`config.mk`:
```
export PLATFORM = sky130hd
export DESIGN_NAME = hazard_detection
export DESIGN_NICKNAME = d
export VERILOG_FILES = /design/src/rtl/mips_pkg.sv /design/src/rtl/hazard_detection.sv
export SDC_FILE = /design/constraint.sdc
export NUM_CORES = 1
export LEC_CHECK = 0
export BUFFER_PORTS_ARGS = -buffer_cell sky130_fd_sc_hd__buf_4
export CAP_MARGIN = 20
export CORE_AREA = 8 8 50 52
export DETAILED_ROUTE_END_ITERATION = 10
export DIE_AREA = 0 0 58 60
export GPL_ROUTABILITY_DRIVEN = 0
export PLACE_DENSITY = 0.95
export SYNTH_ARGS = -nofsm -noshare
export SYNTH_HDL_FRONTEND = slang
export SYNTH_SLANG_ARGS = --single-unit
```
`constraint.sdc`:
```
create_clock -name vclk -period 0.94
set_clock_uncertainty 0.05 [all_clocks]
set_input_delay 0.188 -clock vclk [all_inputs]
set_output_delay 0.188 -clock vclk [all_outputs]
set_load 0.02 [all_outputs]
```
`src/rtl/mips_pkg.sv`:
```
`default_nettype none

package mips_pkg;

    typedef logic [31:0] word_t;
    typedef logic [4:0]  reg_addr_t;
    typedef logic [5:0]  imem_addr_t;
    typedef logic [5:0]  dmem_addr_t;

    localparam int IMEM_DEPTH = 64;
    localparam int DMEM_DEPTH = 64;
    localparam int NUM_REGS   = 32;

    localparam reg_addr_t REG_RA = 5'd31; // Link register

    localparam logic [5:0] OP_RTYPE = 6'h00;
    localparam logic [5:0] OP_J     = 6'h02;
    localparam logic [5:0] OP_JAL   = 6'h03;
    localparam logic [5:0] OP_BEQ   = 6'h04;
    localparam logic [5:0] OP_BNE   = 6'h05;
    localparam logic [5:0] OP_ADDI  = 6'h08;
    localparam logic [5:0] OP_ANDI  = 6'h0C;
    localparam logic [5:0] OP_ORI   = 6'h0D;
    localparam logic [5:0] OP_LW    = 6'h23;
    localparam logic [5:0] OP_SW    = 6'h2B;

    localparam logic [5:0] FN_SLL = 6'h00;
    localparam logic [5:0] FN_ADD = 6'h20;
    localparam logic [5:0] FN_SUB = 6'h22;
    localparam logic [5:0] FN_AND = 6'h24;
    localparam logic [5:0] FN_OR  = 6'h25;
    localparam logic [5:0] FN_XOR = 6'h26;
    localparam logic [5:0] FN_SLT = 6'h2A;

    typedef logic [2:0] alu_op_t;

    localparam alu_op_t ALU_ADD = 3'd0;
    localparam alu_op_t ALU_SUB = 3'd1;
    localparam alu_op_t ALU_AND = 3'd2;
    localparam alu_op_t ALU_OR  = 3'd3;
    localparam alu_op_t ALU_XOR = 3'd4;
    localparam alu_op_t ALU_SLT = 3'd5;
    localparam alu_op_t ALU_SLL = 3'd6;

    typedef struct packed {
        logic    reg_write;
        logic    mem_read;
        logic    mem_write;
        logic    mem_to_reg;
        logic    alu_src;   // Operand b from immediate
        logic    shift_src; // Shift amount from shamt
        logic    reg_dst;   // Destination is rd
        logic    link;      // Write PC+1 into r31
        alu_op_t alu_op;
    } ctrl_t;

    typedef struct packed {
        word_t      instr;
        imem_addr_t pc_plus1;
    } if_id_t;

    typedef struct packed {
        reg_addr_t  rs;
        reg_addr_t  rt;
        reg_addr_t  rd;
        word_t      a;
        word_t      b;
        word_t      imm;
        logic [4:0] shamt;
        imem_addr_t pc_plus1;
        ctrl_t      ctrl;
    } id_ex_t;

    typedef struct packed {
        word_t     result;
        word_t     store_data;
        reg_addr_t dst;
        ctrl_t     ctrl;
    } ex_mem_t;

    typedef struct packed {
        word_t     result;
        word_t     load_data;
        reg_addr_t dst;
        logic      reg_write;
        logic      mem_to_reg;
    } mem_wb_t;

endpackage

`default_nettype wire
```
`src/rtl/hazard_detection.sv`:
```
`timescale 1ns/1ps
`default_nettype none

module hazard_detection (
    input  wire mips_pkg::reg_addr_t i_rs,
    input  wire mips_pkg::reg_addr_t i_rt,
    input  wire mips_pkg::id_ex_t    i_id_ex,
    input  wire logic                i_redirect,
    output logic                     o_hazard,
    output logic                     o_flush
);

    logic load_in_ex;

    assign load_in_ex = i_id_ex.ctrl.mem_read && (i_id_ex.rt != '0);

    // Load data is not ready until the load reaches memory
    assign o_hazard = load_in_ex && (i_id_ex.rt == i_rs || i_id_ex.rt == i_rt);

    // Branch outcome may still depend on the pending load
    assign o_flush = i_redirect && !o_hazard;

endmodule

`default_nettype wire

```
Word level (Yosys, flattened, before mapping)
Index checks and enable logic that the tools add are counted.
{"block": "totals", "reg_bits": 0, "output_inout_bits": 2, "word_cells": 8}
{"block": "classes", "reduce_logical": 6, "eq_ne": 2}
{"op": "5-bit == test", "count": 2}
{"op": "5-bit nonzero test", "count": 1}
{"op": "1-bit logical AND", "count": 3}
{"op": "1-bit zero test", "count": 1}
{"op": "1-bit logical OR", "count": 1}

Depth between registers and ports, before layout
Gate-level depths: netlist of run 1.
{"block": "depth", "depth_word": 5, "depth_mapped": 4}

Least setup slack after synthesis of run 1
No wires, ideal clock.
{"block": "synth_path", "path_type": "input-to-output", "from": "input port i_rt[2]", "to": "output port o_flush", "arrival_time_ps": 876, "slack_ps": -174, "n_path_buf": 0, "t_required_ps": 702, "path_stages": 4, "path_cell_list": "xnor2_1 nand3_1 o22ai_1 a31oi_1"}
{"block": "synth_between", "elab_chain_len": 5}
{"item": "start: declaration", "line_no": "hazard_detection.sv:6", "rtl": "input wire mips_pkg::reg_addr_t i_rt,"}
{"item": "5-bit == test", "line_no": "hazard_detection.sv:18", "rtl": "assign o_hazard = load_in_ex && (i_id_ex.rt == i_rs || i_id_ex.rt == i_rt);"}
{"item": "1-bit logical OR", "line_no": "hazard_detection.sv:18"}
{"item": "1-bit logical AND", "line_no": "hazard_detection.sv:18"}
{"item": "1-bit zero test", "line_no": "hazard_detection.sv:21", "rtl": "assign o_flush = i_redirect && !o_hazard;"}
{"item": "1-bit logical AND", "line_no": "hazard_detection.sv:21"}
{"item": "end: declaration", "line_no": "hazard_detection.sv:10", "rtl": "output logic o_flush"}
Every way passes these cells.

Worst setup path in the final report of run 1
{"block": "layout_path", "from": "input port i_id_ex[127] (netlist name)", "to": "output port o_hazard"}
{"block": "layout_between", "elab_chain_len": 3, "word_cells_on_any_way": 6, "classes_between": "eq/ne: 2; reduce/logical: 4"}
{"item": "start: declaration", "line_no": "hazard_detection.sv:7", "rtl": "input wire mips_pkg::id_ex_t i_id_ex,"}
{"item": "5-bit == test or 5-bit nonzero test (tied branches)", "line_no": "hazard_detection.sv:18, hazard_detection.sv:15"}
{"item": "1-bit logical OR or 1-bit logical AND (tied branches)", "line_no": "hazard_detection.sv:18, hazard_detection.sv:15"}
{"item": "1-bit logical AND (*)", "line_no": "hazard_detection.sv:18"}
{"item": "end: declaration", "line_no": "hazard_detection.sv:9", "rtl": "output logic o_hazard,"}
Mark *: on every way between the ends. The rest lies on a longest branch, timed or not.

==> results of run 1 <==
-- per-stage QoR --
stage / cells / hold WS [ns] / TNS, ns / area, µm²
detailed placement: 58 / 0.625 / -0.705 / 380
global placement: 58 / 0.622 / -0.646 / 380
finish: 58 / 0.637 / -0.582 / 457
CTS: 58 / 0.634 / -0.625 / 419
global route: 58 / 0.639 / -0.714 / 457
floorplan: 21 / 0.432 / -0.164 / 215
-- Yosys cell counts, drive strengths merged --
library cell / instances / share of area (%)
inv: 1 / 2.6
nor3: 1 / 3.4
nor2: 1 / 2.6
nand2: 3 / 7.8
and3: 1 / 4.3
a31oi: 1 / 4.3
nand3: 2 / 10
o22ai: 1 / 4.3
xnor2: 10 / 60
-- cells by family (layout without fill, tap and decap cells) --
family,Yosys count,count (layout)
AND/OR/NAND/NOR,8,8
AO/OA/AOI/OAI,2,2
XOR/XNOR,10,10
buffers and inverters,1,20
-- layer usage --
layer / vias to the layer above / global-route usage, %
met5: - / 0
met3: 4 / 3.01
met1: 94 / 4.00
met2: 13 / 7.64
li1: 108 / -
met4: 0 / 1.75
-- area by class of cell --
type	instances	area (µm²)	share of cell area (%)
tap	18	22.5	4.93
multi-input combinational	20	246	54.0
inverter	1	3.75	0.822
timing repair buffer	19	184	40.3
-- repair_timing --
action	4_1_cts	5_1_grt
endpoints found under the hold margin	0	0
pin swaps	10	6
setup endpoints to repair	2	2
resized for setup	9	6
setup buffers	0	0
-- power by group through the flow --
| stage | combinational [W] | clock [W] | sequential, W |
|---|---|---|---|
| floorplan | 0.0000882 | 0 | 0 |
| global placement | 0.000175 | 0 | 0 |
| finish | 0.000217 | 0 | 0 |
| global route | 0.000232 | 0 | 0 |
| detailed placement | 0.000182 | 0 | 0 |
| CTS | 0.000197 | 0 | 0 |
-- worst max-delay path, delay by kind of cell --
kind,cells,cell delay (ns)
AO/OA/AOI/OAI,1,0.15
XOR/XNOR,1,0.15
buffers and inverters,2,0.23
AND/OR/NAND/NOR,2,0.29
-- worst max-delay path by stage --
stage                 startpoint        to  slack [ns]  depth (start not counted)
finish              i_id_ex[127]  o_hazard       -0.31                          6
global route             i_rt[0]  o_hazard       -0.38                          6
CTS                      i_rt[2]  o_hazard       -0.34                          6
detailed placement  i_id_ex[125]  o_hazard       -0.38                          6
global placement    i_id_ex[127]  o_hazard       -0.35                          6
floorplan           i_id_ex[126]  o_hazard        -0.1                          4
-- cell usage in the layout, fill, tap and decap left out --
cell / instances
a31oi_2: 1
and3_4: 1
buf_4: 8
buf_6: 11
inv_1: 1
nand2_1: 3
nand3_1: 1
nand3_2: 1
nor2_1: 1
nor3_2: 1
o22ai_2: 1
xnor2_1: 2
xnor2_2: 6
xnor2_4: 2
==> impl_metrics.toml, run 1 <==
[run_status]
status = "complete, but fails checks"
violations = "negative setup slack"

[power]
p_comb_share_pct = 100.0
power_switching_w = 0.0000785
p_int_w = 0.000138
power_w = 0.000217
power.density_mw_per_mm2 = 475
power_frac_seq_pct = 0
p_leak_nw = 0.199
ir_worst_vdd_mv = 0.145
clkPwrFrac_pct = 0
switching_share_pct = 36.2

[sta]
layout_worst_path_cycle_share_pct = 133
fmax_mhz = 800
final-max-slew-violation-count = 0
post-route-min-period_ns = 1.25
slew_headroom_pct = 89.0
worst_pin_slew_ns = 0.164
rsz0062_at_grt = "true"
setup_slack_ns = -0.310
setup_viol = 2
hold_violations = 0

[route]
post_drt_via_cell_ratio = 3.78
drt-total-wl_um = 727
top_layer_used = "met4"
drt-met1-wl_um = 204
avgRoutedWirePerCell_um = 12.5
drc = 0
route.met3.wl_um = 129
wl_met2_um = 369
vias = 219
dr.pass1.iters = 2
ant_nets = 0
first_iter_violations = 4

[setup_path]
path_max_fanout = 3
start_kind = "primary input"
cp_cell_sequence = "buf_6 -> xnor2_4 -> nand3_2 -> o22ai_2 -> and3_4 -> buf_6"
critical_path_class = "in2out"
cpMaxStageDelayCell = "and3_4"
slowest_delay_ns = 0.20
critPathArrivalTime_ns = 1.01
required_ns = 0.70
cpMostUsedCell = "buf_6"
end_kind = "output port"

[synth]
avgSynthCellArea_um2 = 6.91
synth_top_family_by_area = "XOR/XNOR gates"
synth_compound_area_share_pct = 8.62
synthSimpleGateAreaFrac_pct = 28.4
synth-xor-area-share_pct = 60.3
yosysWarnings = 0
synthMuxAreaShare_pct = 0
syn_area_um2 = 145
ys_seq_area_share_pct = 0
synth_cells = 21
synthAdderAreaFrac_pct = 0
synth_cell_types = 10
syn_nets = 165

[global_route]
antenna_found_initial = 0
gr-total-overflow = 0
track_usage_pct = 4.42
grt_max_degree = 4
grt_pass1_wl_mm = 1.24
grt_pass1_vias = 280

[min_path]
hold_depth = 3
hold_start = "i_id_ex[9]"
holdCritPathClass = "in2out"
min_to = "o_flush"

[placed_design]
dp_hpwl_um = 666
dp_slack_ns = -0.382
io_buffer_count = 19

[die]
rows = 16
core_area_mm2 = 0.00180
die-area_mm2 = 0.00348
chipWidth_um = 58
initial_utilization_pct = 8.06
chipHeight_um = 60
ios = 146

[clocking]
ctsHoldBuffers = 0

[finish]
fin_nets = 186
drive_gt1_share_pct = 80.0
finish.utilization_pct = 25.3
n_antenna_cell = 0
fillCellCount = 194
regArea_um2 = 0
nClkBuffers = 0
seq_cell_count = 0
area_growth_pct = 215

[run]
cap_viol_max_count = 0
Power figures use the tool's default switching activity.
==> run 2: changes to the inputs <==
ABC_AREA = 1   (was default)
CORE_AREA = default   (was 8 8 50 52)
CORE_MARGIN = 8   (was default)
CORE_UTILIZATION = 10   (was default)
DIE_AREA = default   (was 0 0 58 60)
PLACE_DENSITY = 0.8   (was 0.95)
==> run 2 against run 1 <==
  * The flow still finishes with violations (negative setup slack)
  * Total power decreased by 2.7%
  * Largest power group unchanged
  * Critical path depth up 2
  * Critical path type unchanged
  * Sequential cell count is the same
  * Cell count rose by 74%
==> impl_metrics.toml, run 2 <==
[setup_path]
path_max_fanout = 3
crit_start = "i_id_ex[124]"
cpMostUsedCell = "nand2_2"
required_ns = 0.70
critPathArrivalTime_ns = 0.95
critical_path.top_delay_family = "simple AND/OR/NAND/NOR gates"
slowest_delay_ns = 0.13
start_kind = "primary input"
critical_path_class = "in2out"
end_kind = "output port"
cpMaxStageDelayCell = "buf_4"
cp_num_buf_inv = 2
cp_cell_sequence = "buf_4 -> nand2_1 -> nand2_2 -> nor2_2 -> nand3_2 -> nand2_2 -> a21oi_4 -> buf_6"

[placed_design]
io_buffer_count = 19
dp_hpwl_um = 709
dp_cells = 100

[run_status]
status = "complete, but fails checks"
violations = "negative setup slack"

[die]
core_area_mm2 = 0.00217
ios = 146
chipWidth_um = 63.6
die-area_mm2 = 0.00404
rows = 17
initial_utilization_pct = 10.4
chipHeight_um = 63.6

[synth]
syn_area_um2 = 226
syn_nets = 197
ys_seq_area_share_pct = 0
yosysWarnings = 0
yosys.area.top_type_share_pct = 38.1
synth_cell_types = 9
synth_most_common_cell = "nand2_1"
synthTopCellsByCount = "nand2_1, inv_1, nor2_1"
avgSynthCellArea_um2 = 4.27
synth_cells = 53
yosysTopAreaCell = "nand2_1"
synth_area_leaders = "nand2_1, inv_1, nor2_1, a21oi_2, xnor2_1"

[sta]
setup-tns-final_ns = -0.483
rsz0062_at_grt = "true"
setup_slack_ns = -0.246
slew_headroom_pct = 89.0
hold_violations = 0
fmax_mhz = 843
whs_ns = 0.667
final-max-slew-violation-count = 0
layout_worst_path_cycle_share_pct = 126
setup_viol = 2
worst_pin_slew_ns = 0.164
post-route-min-period_ns = 1.19

[min_path]
hold_depth = 4
holdCritPathClass = "in2out"
min_to = "o_flush"
hold_start = "i_redirect"

[finish]
final_cells = 101
seq_cell_count = 0
drive_gt1_share_pct = 63.0
finish.utilization_pct = 24.2
n_antenna_cell = 0
multi_input_area_um2 = 241
fin_nets = 219
area_growth_pct = 132
regArea_um2 = 0
fillCellCount = 257
most-common-layout-cells = "nand2_1, buf_4, nand2_2, inv_1"
nClkBuffers = 0
mostFrequentLayoutCell = "nand2_1"

[run]
cap_viol_max_count = 0

[route]
avgRoutedWirePerCell_um = 7.82
drt-total-wl_um = 790
vias = 349
dr.pass1.iters = 1
first_iter_violations = 0
drc = 0
post_drt_via_cell_ratio = 3.46
ant_nets = 0

[global_route]
grt_pass1_vias = 332
grt_pass1_wl_mm = 1.34
gr-total-overflow = 0
antenna_found_initial = 0
track_usage_pct = 3.76
grt_max_degree = 5

[power]
power_w = 0.000211
power.density_mw_per_mm2 = 402
p_leak_nw = 0.288
ir_worst_vdd_mv = 0.171

[clocking]
ctsHoldBuffers = 0
[run 2: cell count changes in the layout (fill, tap and decap cells not counted), moves of 6 or more]
| cell | previous run | this run |
|---|---|---|
| inv_1 | 1 | 8 |
| xnor2_2 | 6 | 0 |
| nand2_2 | 0 | 8 |
| nand2_1 | 3 | 16 |
| buf_6 | 11 | 4 |
[run 2: cells by family (layout without fill, tap and decap cells)]
logic type,after synthesis,count (layout),synth area share (%)
compound gates,2,2,7.74
buf+inv,15,35,24.9
xor+xnor,2,2,7.74
simple gates,34,34,59.7
[run 2: area by class of cell]
| class | count | share of cell area [%] |
|---|---|---|
| repair buffers | 20 | 35.7 |
| inverters | 15 | 11.7 |
| multi-input cells | 38 | 46.0 |
| well taps | 28 | 6.67 |
[run 2: layer usage]
metal / GRT usage (%) / vias up / share of wire, %
li1: - / 190 / -
met1: 5.15 / 147 / 43
met2: 5.70 / 12 / 48
met3: 1.41 / 0 / 9.2
met4: 0 / 0 / 0
met5: 0 / - / 0
[run 2: report_power, final]
group	internal [W]	leakage (nW)	total, W	switching (W)
Combinational	0.000114	0.288	0.000211	0.0000975
Clock	0	0	0	0
Sequential	0	0	0	0
[run 2: how the worst max path moves through the flow]
stage,to,cells past startpoint
6_report,o_flush,8
2_1_floorplan,o_flush,5
4_1_cts,o_flush,7
3_3_place_gp,o_flush,7
5_1_grt,o_flush,9
3_5_place_dp,o_flush,7
[run 2: per-stage QoR]
| step | setup WS [ns] | cell area [µm²] |
|---|---|---|
| 2_1_floorplan | -0.0562 | 259 |
| 3_3_place_gp | -0.316 | 437 |
| 3_5_place_dp | -0.314 | 437 |
| 4_1_cts | -0.245 | 475 |
| 5_1_grt | -0.291 | 526 |
| 6_report | -0.246 | 526 |
[run 2: timing repair]
item / CTS / global route
gates resized for setup: 10 / 20
setup buffers: 1 / 0
pin swaps: 14 / 17
setup endpoints to repair: 2 / 2
[run 2: tightest hold or removal path, stage by stage]
cell     delay [ns]
buf_4          0.11
inv_1          0.08
a21oi_4        0.03
buf_6          0.12
